<file path="config.mk">
export PLATFORM = sky130hd
export DESIGN_NAME = channel_top
export DESIGN_NICKNAME = d
export VERILOG_FILES = /design/src/hdl/corr_pkg.sv /design/src/hdl/tap_bus_if.sv /design/src/hdl/apb_regs.sv /design/src/hdl/code_tap_line.sv /design/src/hdl/correlator.sv /design/src/hdl/power_detector.sv /design/src/hdl/channel_top.sv
export SDC_FILE = /design/constraint.sdc
export NUM_CORES = 1
export LEC_CHECK = 0
export BUFFER_PORTS_ARGS = -buffer_cell sky130_fd_sc_hd__buf_2
export CORE_ASPECT_RATIO = 1.2
export CORE_UTILIZATION = 42
export DETAILED_ROUTE_END_ITERATION = 6
export MAX_ROUTING_LAYER = met4
export PLACE_DENSITY = 0.7
export SYNTH_ARGS = -nofsm -noshare
export SYNTH_HDL_FRONTEND = slang
export SYNTH_SLANG_ARGS = --single-unit
</file>
<file path="constraint.sdc">
create_clock -name clk -period 6.18 [get_ports clk]
set_input_delay 1.236 -clock clk [delete_from_list [all_inputs] [get_ports clk]]
set_output_delay 1.236 -clock clk [all_outputs]
set_load 0.05 [all_outputs]
</file>
<file path="src/hdl/corr_pkg.sv">
package corr_pkg;

   // Datapath widths.
   localparam int SAMPLE_W  = 4;
   localparam int ACC_W     = 14;
   localparam int POWER_W   = 27;
   localparam int INT_LEN_W = 10;
   localparam int COUNT_W   = 16;
   localparam int APB_AW    = 8;
   localparam int APB_DW    = 32;

   // Early, prompt and late.
   localparam int NUM_TAPS = 3;

   typedef logic signed [SAMPLE_W-1:0] sample_t;
   typedef logic signed [ACC_W-1:0]    acc_t;
   typedef logic [POWER_W-1:0]         power_t;
   typedef logic [INT_LEN_W-1:0]       int_len_t;
   typedef logic [COUNT_W-1:0]         count_t;
   typedef logic [APB_AW-1:0]          apb_addr_t;
   typedef logic [APB_DW-1:0]          apb_data_t;
   typedef logic [1:0]                 tap_idx_t;

   // Integration length limits, in samples.
   localparam int_len_t INT_LEN_MIN   = 10'd8;
   localparam int_len_t INT_LEN_RESET = 10'd16;

   // Register map.
   localparam apb_addr_t ADDR_CTRL    = 8'h00;
   localparam apb_addr_t ADDR_INT_LEN = 8'h04;
   localparam apb_addr_t ADDR_COUNT   = 8'h08;

   // Power detector sequencing.
   typedef enum logic {
      IDLE,
      SQUARE
   } pd_state_t;

   // Last accepted sample to o_power_valid, in cycles.
   localparam int POWER_LATENCY = 6;

endpackage

</file>
<file path="src/hdl/tap_bus_if.sv">
interface tap_bus_if;

   // One item per accepted sample.
   logic                             valid;
   corr_pkg::sample_t                sample_i;
   corr_pkg::sample_t                sample_q;
   logic [corr_pkg::NUM_TAPS-1:0]    chips;

   // Period boundary markers.
   logic                             first;
   logic                             last;

   modport source (
      output valid,
      output sample_i,
      output sample_q,
      output chips,
      output first,
      output last
   );

   modport sink (
      input valid,
      input sample_i,
      input sample_q,
      input chips,
      input first,
      input last
   );

endinterface

</file>
<file path="src/hdl/apb_regs.sv">
module apb_regs (
   input  logic                 clk,
   input  logic                 i_rst_n,
   input  logic                 i_psel,
   input  logic                 i_penable,
   input  logic                 i_pwrite,
   input  corr_pkg::apb_addr_t  i_paddr,
   input  corr_pkg::apb_data_t  i_pwdata,
   input  logic                 i_power_valid,
   output corr_pkg::apb_data_t  o_prdata,
   output logic                 o_pready,
   output logic                 o_pslverr,
   output logic                 o_enable,
   output corr_pkg::int_len_t   o_int_len
);

   corr_pkg::count_t    count;
   corr_pkg::int_len_t  wr_len;
   corr_pkg::apb_data_t rd_data;
   logic                addr_ok;
   logic                access;

   // No wait states.
   assign o_pready = 1'b1;

   assign access = i_psel && i_penable;
   assign wr_len = i_pwdata[corr_pkg::INT_LEN_W-1:0];

   always_comb begin
      addr_ok = 1'b1;
      rd_data = '0;
      case (i_paddr)
         corr_pkg::ADDR_CTRL:    rd_data = corr_pkg::apb_data_t'(o_enable);
         corr_pkg::ADDR_INT_LEN: rd_data = corr_pkg::apb_data_t'(o_int_len);
         corr_pkg::ADDR_COUNT:   rd_data = corr_pkg::apb_data_t'(count);
         default:                addr_ok = 1'b0;
      endcase
   end

   // Read data and error are valid in the access phase.
   assign o_prdata  = rd_data;
   assign o_pslverr = access && !addr_ok;

   always_ff @(posedge clk) begin
      if (!i_rst_n) begin
         o_enable  <= 1'b0;
         o_int_len <= corr_pkg::INT_LEN_RESET;
      end else if (access && i_pwrite) begin
         if (i_paddr == corr_pkg::ADDR_CTRL) begin
            o_enable <= i_pwdata[0];
         end
         if (i_paddr == corr_pkg::ADDR_INT_LEN) begin
            // Short periods would overrun the power detector.
            if (wr_len < corr_pkg::INT_LEN_MIN) begin
               o_int_len <= corr_pkg::INT_LEN_MIN;
            end else begin
               o_int_len <= wr_len;
            end
         end
      end
   end

   // Completed periods.
   always_ff @(posedge clk) begin
      if (!i_rst_n) begin
         count <= '0;
      end else if (i_power_valid) begin
         count <= count + corr_pkg::count_t'(1);
      end
   end

endmodule

</file>
<file path="src/hdl/code_tap_line.sv">
module code_tap_line #(
   parameter int SPACING = 2
) (
   input  logic                clk,
   input  logic                i_rst_n,
   input  logic                i_enable,
   input  corr_pkg::int_len_t  i_int_len,
   input  logic                i_sample_valid,
   input  corr_pkg::sample_t   i_sample_i,
   input  corr_pkg::sample_t   i_sample_q,
   input  logic                i_code_chip,
   tap_bus_if.source           bus
);

   // Early at stage 0, each later tap SPACING stages further down.
   localparam int LINE_LEN = (corr_pkg::NUM_TAPS - 1) * SPACING + 1;

   logic [LINE_LEN-1:0] chip_line;
   corr_pkg::int_len_t  cnt;
   corr_pkg::int_len_t  len_q;
   corr_pkg::int_len_t  len_cur;
   logic                accept;
   logic                first;
   logic                last;

   assign accept = i_sample_valid && i_enable;

   // Count of zero means the next sample opens a period.
   assign first   = (cnt == '0);
   assign len_cur = first ? i_int_len : len_q;
   assign last    = (cnt == len_cur - corr_pkg::int_len_t'(1));

   always_ff @(posedge clk) begin
      if (!i_rst_n) begin
         cnt <= '0;
      end else if (!i_enable) begin
         cnt <= '0;
      end else if (accept) begin
         if (last) begin
            cnt <= '0;
         end else begin
            cnt <= cnt + corr_pkg::int_len_t'(1);
         end
      end
   end

   always_ff @(posedge clk) begin
      if (accept && first) begin
         len_q <= i_int_len;
      end
   end

   // Chip history survives a disable.
   always_ff @(posedge clk) begin
      if (!i_rst_n) begin
         chip_line <= '0;
      end else if (accept) begin
         chip_line <= {chip_line[LINE_LEN-2:0], i_code_chip};
      end
   end

   always_ff @(posedge clk) begin
      if (!i_rst_n) begin
         bus.valid <= 1'b0;
      end else begin
         bus.valid <= accept;
      end
   end

   always_ff @(posedge clk) begin
      if (accept) begin
         bus.sample_i <= i_sample_i;
         bus.sample_q <= i_sample_q;
         bus.first    <= first;
         bus.last     <= last;
      end
   end

   // Chips follow the line, which moves only with the samples.
   for (genvar t = 0; t < corr_pkg::NUM_TAPS; t++) begin : g_tap
      assign bus.chips[t] = chip_line[t * SPACING];
   end

endmodule

</file>
<file path="src/hdl/correlator.sv">
module correlator #(
   parameter int TAP = 0
) (
   input  logic            clk,
   input  logic            i_rst_n,
   tap_bus_if.sink         bus,
   output logic            o_dump,
   output corr_pkg::acc_t  o_acc_i,
   output corr_pkg::acc_t  o_acc_q
);

   corr_pkg::acc_t acc_i;
   corr_pkg::acc_t acc_q;
   corr_pkg::acc_t base_i;
   corr_pkg::acc_t base_q;
   corr_pkg::acc_t ext_i;
   corr_pkg::acc_t ext_q;
   corr_pkg::acc_t sum_i;
   corr_pkg::acc_t sum_q;

   always_comb begin
      base_i = bus.first ? '0 : acc_i;
      base_q = bus.first ? '0 : acc_q;
      // Widen before negating so -8 stays exact.
      ext_i  = corr_pkg::acc_t'(bus.sample_i);
      ext_q  = corr_pkg::acc_t'(bus.sample_q);
      sum_i  = bus.chips[TAP] ? base_i + ext_i : base_i - ext_i;
      sum_q  = bus.chips[TAP] ? base_q + ext_q : base_q - ext_q;
   end

   always_ff @(posedge clk) begin
      if (bus.valid) begin
         acc_i <= sum_i;
         acc_q <= sum_q;
      end
      if (bus.valid && bus.last) begin
         o_acc_i <= sum_i;
         o_acc_q <= sum_q;
      end
   end

   always_ff @(posedge clk) begin
      if (!i_rst_n) begin
         o_dump <= 1'b0;
      end else begin
         o_dump <= bus.valid && bus.last;
      end
   end

endmodule

</file>
<file path="src/hdl/power_detector.sv">
module power_detector (
   input  logic                          clk,
   input  logic                          i_rst_n,
   input  logic [corr_pkg::NUM_TAPS-1:0] i_dump,
   input  corr_pkg::acc_t                i_acc_i [corr_pkg::NUM_TAPS],
   input  corr_pkg::acc_t                i_acc_q [corr_pkg::NUM_TAPS],
   output logic                          o_power_valid,
   output corr_pkg::power_t              o_power_early,
   output corr_pkg::power_t              o_power_prompt,
   output corr_pkg::power_t              o_power_late
);

   localparam corr_pkg::tap_idx_t LAST_TAP = corr_pkg::tap_idx_t'(corr_pkg::NUM_TAPS - 1);

   corr_pkg::pd_state_t      state;
   corr_pkg::tap_idx_t       idx;
   corr_pkg::acc_t           cap_i [corr_pkg::NUM_TAPS];
   corr_pkg::acc_t           cap_q [corr_pkg::NUM_TAPS];

   // Issue slot.
   logic                     iss_valid;
   corr_pkg::tap_idx_t       iss_idx;
   corr_pkg::acc_t           iss_i;
   corr_pkg::acc_t           iss_q;

   // Squarer stage 1 holds magnitudes, stage 2 the squares.
   logic                     s1_valid;
   corr_pkg::tap_idx_t       s1_idx;
   logic [corr_pkg::ACC_W-1:0] s1_mag_i;
   logic [corr_pkg::ACC_W-1:0] s1_mag_q;
   logic                     s2_valid;
   corr_pkg::tap_idx_t       s2_idx;
   corr_pkg::power_t         s2_sq_i;
   corr_pkg::power_t         s2_sq_q;

   logic                     start;

   function automatic logic [corr_pkg::ACC_W-1:0] magnitude(input corr_pkg::acc_t x);
      magnitude = x[corr_pkg::ACC_W-1] ? -x : x;
   endfunction

   assign start = (state == corr_pkg::IDLE) && i_dump[0];

   // Tap 0 goes straight from the correlators on the dump cycle.
   always_comb begin
      iss_valid = 1'b0;
      iss_idx   = '0;
      iss_i     = i_acc_i[0];
      iss_q     = i_acc_q[0];
      case (state)
         corr_pkg::IDLE: begin
            iss_valid = i_dump[0];
         end
         corr_pkg::SQUARE: begin
            iss_valid = 1'b1;
            iss_idx   = idx;
            iss_i     = cap_i[idx];
            iss_q     = cap_q[idx];
         end
         default: begin
            iss_valid = 1'b0;
         end
      endcase
   end

   always_ff @(posedge clk) begin
      if (!i_rst_n) begin
         state <= corr_pkg::IDLE;
         idx   <= '0;
      end else begin
         case (state)
            corr_pkg::IDLE: begin
               if (i_dump[0]) begin
                  state <= corr_pkg::SQUARE;
                  idx   <= corr_pkg::tap_idx_t'(1);
               end
            end
            corr_pkg::SQUARE: begin
               if (idx == LAST_TAP) begin
                  state <= corr_pkg::IDLE;
               end
               idx <= idx + corr_pkg::tap_idx_t'(1);
            end
            default: begin
               state <= corr_pkg::IDLE;
            end
         endcase
      end
   end

   always_ff @(posedge clk) begin
      if (!i_rst_n) begin
         s1_valid      <= 1'b0;
         s2_valid      <= 1'b0;
         o_power_valid <= 1'b0;
      end else begin
         s1_valid      <= iss_valid;
         s2_valid      <= s1_valid;
         o_power_valid <= s2_valid && (s2_idx == LAST_TAP);
      end
   end

   always_ff @(posedge clk) begin
      if (start) begin
         cap_i <= i_acc_i;
         cap_q <= i_acc_q;
      end
      s1_idx   <= iss_idx;
      s1_mag_i <= magnitude(iss_i);
      s1_mag_q <= magnitude(iss_q);
      s2_idx   <= s1_idx;
      s2_sq_i  <= corr_pkg::power_t'(s1_mag_i) * corr_pkg::power_t'(s1_mag_i);
      s2_sq_q  <= corr_pkg::power_t'(s1_mag_q) * corr_pkg::power_t'(s1_mag_q);
      // Adder stage writes straight into the tap's output.
      if (s2_valid) begin
         case (s2_idx)
            2'd0:    o_power_early  <= s2_sq_i + s2_sq_q;
            2'd1:    o_power_prompt <= s2_sq_i + s2_sq_q;
            default: o_power_late   <= s2_sq_i + s2_sq_q;
         endcase
      end
   end

endmodule

</file>
<file path="src/hdl/channel_top.sv">
module channel_top #(
   parameter int SPACING = 2
) (
   input  logic                 clk,
   input  logic                 i_rst_n,
   // APB configuration port.
   input  logic                 i_psel,
   input  logic                 i_penable,
   input  logic                 i_pwrite,
   input  corr_pkg::apb_addr_t  i_paddr,
   input  corr_pkg::apb_data_t  i_pwdata,
   output corr_pkg::apb_data_t  o_prdata,
   output logic                 o_pready,
   output logic                 o_pslverr,
   // Baseband samples and code chips.
   input  logic                 i_sample_valid,
   input  corr_pkg::sample_t    i_sample_i,
   input  corr_pkg::sample_t    i_sample_q,
   input  logic                 i_code_chip,
   // Per-period tap powers.
   output logic                 o_power_valid,
   output corr_pkg::power_t     o_power_early,
   output corr_pkg::power_t     o_power_prompt,
   output corr_pkg::power_t     o_power_late
);

   logic                          enable;
   corr_pkg::int_len_t            int_len;
   logic [corr_pkg::NUM_TAPS-1:0] dump;
   corr_pkg::acc_t                acc_i [corr_pkg::NUM_TAPS];
   corr_pkg::acc_t                acc_q [corr_pkg::NUM_TAPS];

   tap_bus_if tap_bus ();

   apb_regs u_regs (
      .clk           (clk),
      .i_rst_n       (i_rst_n),
      .i_psel        (i_psel),
      .i_penable     (i_penable),
      .i_pwrite      (i_pwrite),
      .i_paddr       (i_paddr),
      .i_pwdata      (i_pwdata),
      .i_power_valid (o_power_valid),
      .o_prdata      (o_prdata),
      .o_pready      (o_pready),
      .o_pslverr     (o_pslverr),
      .o_enable      (enable),
      .o_int_len     (int_len)
   );

   code_tap_line #(
      .SPACING (SPACING)
   ) u_tap_line (
      .clk            (clk),
      .i_rst_n        (i_rst_n),
      .i_enable       (enable),
      .i_int_len      (int_len),
      .i_sample_valid (i_sample_valid),
      .i_sample_i     (i_sample_i),
      .i_sample_q     (i_sample_q),
      .i_code_chip    (i_code_chip),
      .bus            (tap_bus.source)
   );

   // Early, prompt and late correlators.
   for (genvar t = 0; t < corr_pkg::NUM_TAPS; t++) begin : g_corr
      correlator #(
         .TAP (t)
      ) u_corr (
         .clk     (clk),
         .i_rst_n (i_rst_n),
         .bus     (tap_bus.sink),
         .o_dump  (dump[t]),
         .o_acc_i (acc_i[t]),
         .o_acc_q (acc_q[t])
      );
   end

   power_detector u_power (
      .clk            (clk),
      .i_rst_n        (i_rst_n),
      .i_dump         (dump),
      .i_acc_i        (acc_i),
      .i_acc_q        (acc_q),
      .o_power_valid  (o_power_valid),
      .o_power_early  (o_power_early),
      .o_power_prompt (o_power_prompt),
      .o_power_late   (o_power_late)
   );

endmodule

</file>
==> results of run 1 <==
[synthesized netlist by cell type (9+ instances only)]
master,instances
inv_1,390
edfxtp_1,353
ha_1,291
fa_1,238
nand2_1,184
nor2_1,162
xnor2_1,153
dfxtp_1,134
nor2b_1,116
a21oi_1,113
and2_1,104
o21ai_0,78
clkbuf_1,65
xor2_1,56
nor3_1,47
a21o_1,39
mux2i_1,38
nand3_1,38
mux2_2,27
o21a_1,23
a31oi_1,21
o21bai_1,21
and3_1,19
buf_4,17
nand2b_1,17
o31ai_1,17
a21boi_0,16
or3_1,16
nand4_1,15
a221o_1,14
nor4_1,12
a22o_1,11
or2_2,11
a211oi_1,9
[stage by stage]
| stage | area (µm²) | utilization (%) | TNS, ns | setup slack, ns |
|---|---|---|---|---|
| finish | 36800 | 47.4 | 0 | 0.301 |
| floorplan | 33000 | - | 0 | 0.268 |
| global route | 36800 | 47.4 | 0 | 0.000965 |
| global placement | 35100 | 45.1 | 0 | 0.0464 |
| CTS | 36800 | 47.3 | 0 | 0.000212 |
| detailed placement | 35100 | 45.1 | -0.0210 | -0.0210 |
[state kept, by name, indices dropped and copies added, names as in the netlist, 26 cells and up]
register                cells
g_corr.u_corr.o_acc_q      42
g_corr.u_corr.o_acc_i      42
g_corr.u_corr.acc_q        42
u_power.cap_i              42
u_power.cap_q              42
u_power.o_power_early      27
u_power.s2_sq_i            26
u_power.o_power_late       27
g_corr.u_corr.acc_i        42
u_power.o_power_prompt     27
u_power.s2_sq_q            26
[where the power goes]
part | switching [mW] | internal [mW]
clock network | 1.32 | 1.79
logic | 0.0337 | 0.0104
registers | 0.0000806 | 3.46
[timing repair]
| action | in CTS | in global routing |
|---|---|---|
| pin swaps | 0 | 1 |
| hold endpoints to repair | 0 | 0 |
| hold buffers | 0 | 0 |
| endpoints found under the setup margin | 3 | 12 |
| gates resized for setup | 2 | 22 |
[logic make-up after synthesis]
kind of cell               Yosys count  synth area share, %
other                                2               0.0228
AOI/OAI and AO/OA                  429                 8.67
muxes                               67                 2.19
and+or+nand+nor                    775                 12.1
xor gates and xnor gates           209                 5.55
buffers and inverters              483                 5.74
DFF                                487                 40.3
adders and majority gates          529                 25.5
[per-layer routing]
layer,up-vias,global-route usage [%]
met3,102,1.90
met4,0,4.91
li1,10500,-
met2,407,31.8
met1,10600,21.4
met5,-,-
[worst max path at each step]
| stage | to | slack (ns) | from | cells after the start |
|---|---|---|---|---|
| after floorplan | u_power.s2_sq_i[25]$_DFF_P_ | 0.27 | u_power.s1_mag_i[6]$_DFF_P_ | 20 |
| after global placement | u_power.s2_sq_i[25]$_DFF_P_ | 0.05 | u_power.s1_mag_i[2]$_DFF_P_ | 20 |
| after detailed placement | u_power.s2_sq_q[26]$_DFF_P_ | -0.02 | u_power.s1_mag_q[6]$_DFF_P_ | 19 |
| after CTS | u_power.s2_sq_i[25]$_DFF_P_ | 0.0002 | u_power.s1_mag_i[2]$_DFF_P_ | 20 |
| after global routing | u_power.s2_sq_i[26]$_DFF_P_ | 0.001 | u_power.s1_mag_i[11]$_DFF_P_ | 21 |
| final | u_power.s2_sq_i[26]$_DFF_P_ | 0.30 | u_power.s1_mag_i[6]$_DFF_P_ | 22 |
[layout by cell type (no fill, tap or decap), types with 101 or more instances in the layout]
cell type  count
inv_1        390
edfxtp_1     353
ha_1         291
fa_1         238
nand2_1      184
nor2_1       160
xnor2_1      153
buf_2        131
dfxtp_1      120
nor2b_1      114
a21oi_1      113
and2_1       101
[area by class of cell]
type / count / area, µm² / share of cell area (%)
clock buffers: 57 / 1300 / 3.53
clock inverters: 38 / 428 / 1.16
inverters: 394 / 1480 / 4.01
multi-input cells: 2026 / 17900 / 48.6
flip-flops and latches: 487 / 13300 / 36.1
well taps: 1026 / 1280 / 3.48
repair buffers: 194 / 1140 / 3.10
[worst max-delay path, cell delays in order (launching register included)]
cell and delay, ns:
dfxtp_2 0.40, inv_1 0.08, buf_4 0.16, ha_1 0.30, xnor2_1 0.15, fa_1 0.54, inv_1 0.07, fa_1 0.53
inv_1 0.05, fa_1 0.46, fa_1 0.49, inv_1 0.05, fa_1 0.49, inv_1 0.04, ha_1 0.35, o21ai_0 0.18
nand2b_1 0.12, a311oi_1 0.37, a211oi_2 0.09, o211ai_1 0.24, a31oi_1 0.14, buf_4 0.16, a311o_1 0.29
==> impl_results.md, run 1 <==
- Fin. Hold Viols: 0
- Metal-1 WL: 29000 µm
- CTS tree: done
- Layout Nets: 3738
- Cell taking the most area after synthesis: edfxtp_1
- Syn avg cell area: 11.1 µm²
- Netlist cell types: 82
- Pwr/cell area: 179 nW/µm²
- Worst-margin pin slew: roughly 1.1 ns
- Status: completed
- Post-CTS Setup Repair Bufs: 0
- Cell Area, Synth: roughly 33000 µm²
- DRC viols: 0
- Die Area: 79600 µm²
- Hold path startpoint: u_power.s1_idx[1]$_SDFF_PN0_
- Initial antenna violation count: 3
- Cells after Synth: 2981
- TritonRoute pass-1 iters: 6
- CTS clk-pin slew, worst paths: 0.06 ns
- H-tree depth: 2
- Max Root-Sink Buffers: 3
- Sink of the worst hold path: u_power.s2_idx[1]$_DFF_P_
- Worst vdd ir: 0.188 mV
- CTS Buf Count: 51
- Top Layer Used: met4
- Unrepaired setup endpoints after global routing: no
- Final Slew Violations: 0
- Share of the synthesized area in the top cell type: 32.1%
- Port-buffer cells: approximately 130
- 1st-iter DRT viols: 1257
- CTS Root Cell: clkbuf_16
- Hold Crit Depth: 0
- Final Power: 6.61 mW
- Synth area leaders: edfxtp_1 32%, fa_1 14%, ha_1 11%
- Vias per cell: 5.11
- Reg-to-Reg End: u_power.s2_sq_i[26]$_DFF_P_
- R2R setup slack: 0.30 ns
- WL met2: 34300 µm
- Worst path required time: 6.67 ns
- Yosys warnings: 0
- Leakage: 16.0 nW
- Die Ht: 309 µm
- Skew-Pair Late Insertion Delay: 0.63 ns
- Sink Count: 487
- Number of synthesized flops with an enable pin: about 350
- Row cnt: 112
- Worst R2R Path Depth: 22
- Max-Slew Margin vs Limit: 26.5%
- Critical R2R Launch: u_power.s1_mag_i[6]$_DFF_P_
- Finished Layout Cells: 4222
- # setup viols final: 0
- Num ports: between 150 and 200
- N_diodes: 0
- Wire per inst: 15.9 µm
- Dpl hpwl: approximately 52000 µm
- Met3 routed WL: 2450 µm
- Filler cells: roughly 7000
- Data arrival, critical path: 6.37 ns
- Share of cells above drive strength 1: 11.2%
- Fmax: 170 MHz
- Starting Density: 42.4%
- CP max FO: 6
- Synthesis-to-finish area growth: 11.7%
- FF+latch count, synth: slightly below 500
- Tcrit/Tclk final: 95.1%
- Number of global-route vias before repair: 22300
- Min-delay worst type: register to register
- Die X: 258 µm
- Post-DRT Antenna Nets: 0
- CORE AREA: 77800 µm²
- Setup crit end kind: register
- Post-synthesis async set-or-reset flop share: 0%
- Largest net degree at the start of global routing: 59
- Gp weighted congestion: 0.885
- Final min period: 5.88 ns
- Gr ovfl total: 0
- Total Wirelength: 67300 µm
- Clk_skew: 0.0481 ns
- First-pass GRT wire length: 111000 µm
- Max Cap Viol: 0
- Total track usage: 17.9%
- Placed insts: between 4000 and 5000
- Hold Worst Slack: roughly 0.34 ns
- Seq/Total Area, Yosys: 40.3%
- Synth Flop Type: edfxtp_1
- Via count: 21600
- WS Path Type: register to register
- CP startpoint kind: register
Power figures use the tool's default switching activity.
==> inputs of run 2 (changes only) <==
CORE_UTILIZATION = 53   (was 42)
PLACE_DENSITY = 0.83   (was 0.7)
==> run 2 against run 1 <==
Final cell count shrank 5.4%. Clock skew is 0.026 ns lower. Design area down 1.2%. Die area decreased by 21%. Setup slack worse by 0.027 ns. Utilization rose by 12 points. Via count increased by 2.6%. Register-to-register slack worse by 0.03 ns. Maximum frequency decreased by 0.45%.
==> impl_results.md, run 2 (synthesis results as in run 1) <==
- Status: completed
- Total track usage: 22.7% (+4.8 points)
- CP peak stage delay: 0.53 ns (about the same)
- Most frequent cells in the layout: 392 x inv_1, 353 x edfxtp_1, 287 x ha_1, 237 x fa_1, 184 x nand2_1
- Filler cells: 4750 (-32%)
- Max Cap Viol: 0 (unchanged)
- Die Area: 63200 µm² (-21%)
- Clk_skew: 0.0224 ns (-0.0257 ns)
- Unrepaired setup endpoints after global routing: no
- Initial antenna violation count: 0 (-3)
- Clock share of power: 45.1% (-1.9 points)
- CTS clk-pin slew, worst paths: 0.06 ns (about the same)
- Via count: 22100 (+2.6%)
- Row cnt: 99 (-12%)
- DRC viols: 0 (unchanged)
- Vias per cell: 5.55 (+8.6%)
- Reg power frac: 54.2% (+1.9 points)
- Met3 usage: 2.28% (+0.38 points)
- Post-DRT Antenna Nets: 0 (unchanged)
- # setup viols final: 0 (unchanged)
- N_diodes: 0 (unchanged)
- Final Slew Violations: 0 (unchanged)
- Pwr/cell area: 175 nW/µm² (-2.4%)
- M1 GR Usage: 24.9% (+3.5 points)
- Port-buffer cells: 131 (unchanged)
- CTS Buf Count: 47 (-7.8%)
- CORE AREA: 61200 µm² (-21%)
- Die Ht: 275 µm (-11%)
- Max-Slew Margin vs Limit: 36.7% (+10 points)
- CP startpoint kind: register
- Final min period: 5.91 ns (+0.0265 ns)
- Wire per inst: 17.3 µm (+8.5%)
- First-pass GRT wire length: 112000 µm (+0.69%)
- Fmax: 169 MHz (-0.45%)
- Comb power frac: 0.7% (about the same)
- Setup_tns: 0 ns (unchanged)
- Gp weighted congestion: 0.895 (+1.1%)
- Final Power: 6.38 mW (-3.6%)
- Setup crit end kind: register
- Dpl hpwl: 52300 µm (+0.26%)
- Die X: 230 µm (-11%)
- Net Sw Power: 1.32 mW (-3.0%)
- Worst path required time: 6.66 ns (about the same)
- Hold_buf cts: 0 (unchanged)
- Total Wirelength: 69100 µm (+2.6%)
- Most used cell, CP: fa_1
- CP cell instances: buf_4 > nand2_1 > fa_1 > fa_1 > inv_1 > fa_1 > inv_1 > fa_1 > inv_1 > fa_1 > fa_1 > ha_2 > o21a_1 > o21ai_0 > a31oi_1 > o311ai_0 > buf_4 > a31oi_1 > a311oi_2 > a22oi_1 > xor2_1
- GRT Max-Usage Layer: met2
- Slowest-stage cell, CP: fa_1
- Post-place setup slack: 0.113 ns (+0.134 ns)
- WS Path Type: register to register
- Num ports: 171 (unchanged)
- Worst vdd ir: 0.174 mV (-7.4%)
- Sink Count: 487 (unchanged)
- Largest net degree at the start of global routing: 85 (+44%)
- Max Root-Sink Buffers: 3 (unchanged)
- Tcrit/Tclk final: 95.6% (+0.43 points)
- Net Sw Frac: 20.7% (+0.13 points)
- Commonest non-fill, non-tap cell in the layout: inv_1
- Layout Nets: 3730 (-0.21%)
- Setup WS post-layout: 0.274 ns (-0.0265 ns)
- Synthesis-to-finish area growth: 10.4%
- Finished Core Util: 59.5% (+12 points)
- Fin. Hold Viols: 0 (unchanged)
- 1st-iter DRT viols: 1394 (+11%)
- GR Util met2: 42.2% (+10 points)
- CP max FO: 8 (+2)
- CTS tree: done
- H-tree depth: 2 (unchanged)
- Share of cells above drive strength 1: 11.1% (-0.15 points)
- Number of global-route vias before repair: 22900 (+2.9%)
- Int Pwr: 5.06 mW (-3.7%)
- Gr ovfl total: 0 (unchanged)
- TritonRoute pass-1 iters: 6 (unchanged)
- CTS Root Cell: clkbuf_16
- Starting Density: 53.9% (+11 points)
- Skew-Pair Late Insertion Delay: 0.61 ns (-0.02 ns)
- Leakage: 15.9 nW (-0.52%)
- Worst-margin pin slew: 0.950 ns (-0.153 ns)
- Min-delay worst type: register to register
- Data arrival, critical path: 6.38 ns (about the same)
==> run 2: cell types whose count changed in the layout (fill, tap and decap cells not counted), sizes merged <==
cell	change
inv	+2
buf	-4
bufinv	-3
clkinvlp	-3
clkinv	-4
==> run 2: per-stage QoR <==
step	std cells	hold WS [ns]	instance area (µm²)
after floorplan	2996	0.310	33000
after global placement	3902	0.311	34700
after detailed placement	3902	0.316	34700
after CTS	3989	0.330	36300
after global routing	3992	0.336	36400
final	3992	0.328	36400
==> run 2: final timing paths <==
kind | start | end | slack (ns) | cells past startpoint
max reg2reg | u_power.s1_mag_i[2]$_DFF_P_ | u_power.s2_sq_i[25]$_DFF_P_ | 0.27 | 21
min | u_power.s1_idx[0]$_SDFF_PN0_ | u_power.s2_idx[0]$_DFF_P_ | 0.33 | 0
max | u_power.s1_mag_i[2]$_DFF_P_ | u_power.s2_sq_i[25]$_DFF_P_ | 0.27 | 21
min reg2reg | u_power.s1_idx[0]$_SDFF_PN0_ | u_power.s2_idx[0]$_DFF_P_ | 0.33 | 0
==> run 2: area by class of cell <==
type                            instances  area (µm²)  area share [%]
Sequential cell                       487       13300            36.6
Clock inverter                         30         294           0.808
Multi-Input combinational cell       2026       17900            49.3
Clock buffer                           57        1250            3.44
Tap cell                              808        1010            2.78
Inverter                              394        1480            4.06
Timing Repair Buffer                  190        1110            3.05
==> run 2: metal layers <==
layer  vias to the layer above  part of all wire [%]
li1                      10400                     -
met1                     10900                    39
met3                       165                   4.4
met2                       678                    53
met5                         -                     0
met4                         0                   3.5
==> run 2: critical path, delay by kind of cell (launching register included) <==
kind	cells	cell delay, ns
adder cells (fa/ha/maj)	7	3.32
AND/OR/NAND/NOR	1	0.08
flip-flops	1	0.36
buffers and inverters	5	0.51
AO/OA/AOI/OAI	7	1.35
XOR/XNOR	1	0.16
==> run 2: power by group through the flow <==
stage                     registers, mW  logic [mW]  clock network [mW]
after floorplan                    3.53      0.0387                   0
after global placement             3.53      0.0445                   0
after detailed placement           3.53      0.0447                   0
after CTS                          3.46      0.0448                2.91
after global routing               3.45      0.0478                3.04
final                              3.46      0.0448                2.88
==> run 2: repair_timing <==
action | in CTS | in global routing
resized for setup | 0 | 30
setup endpoints to repair | 0 | 11
setup buffers | 0 | 3
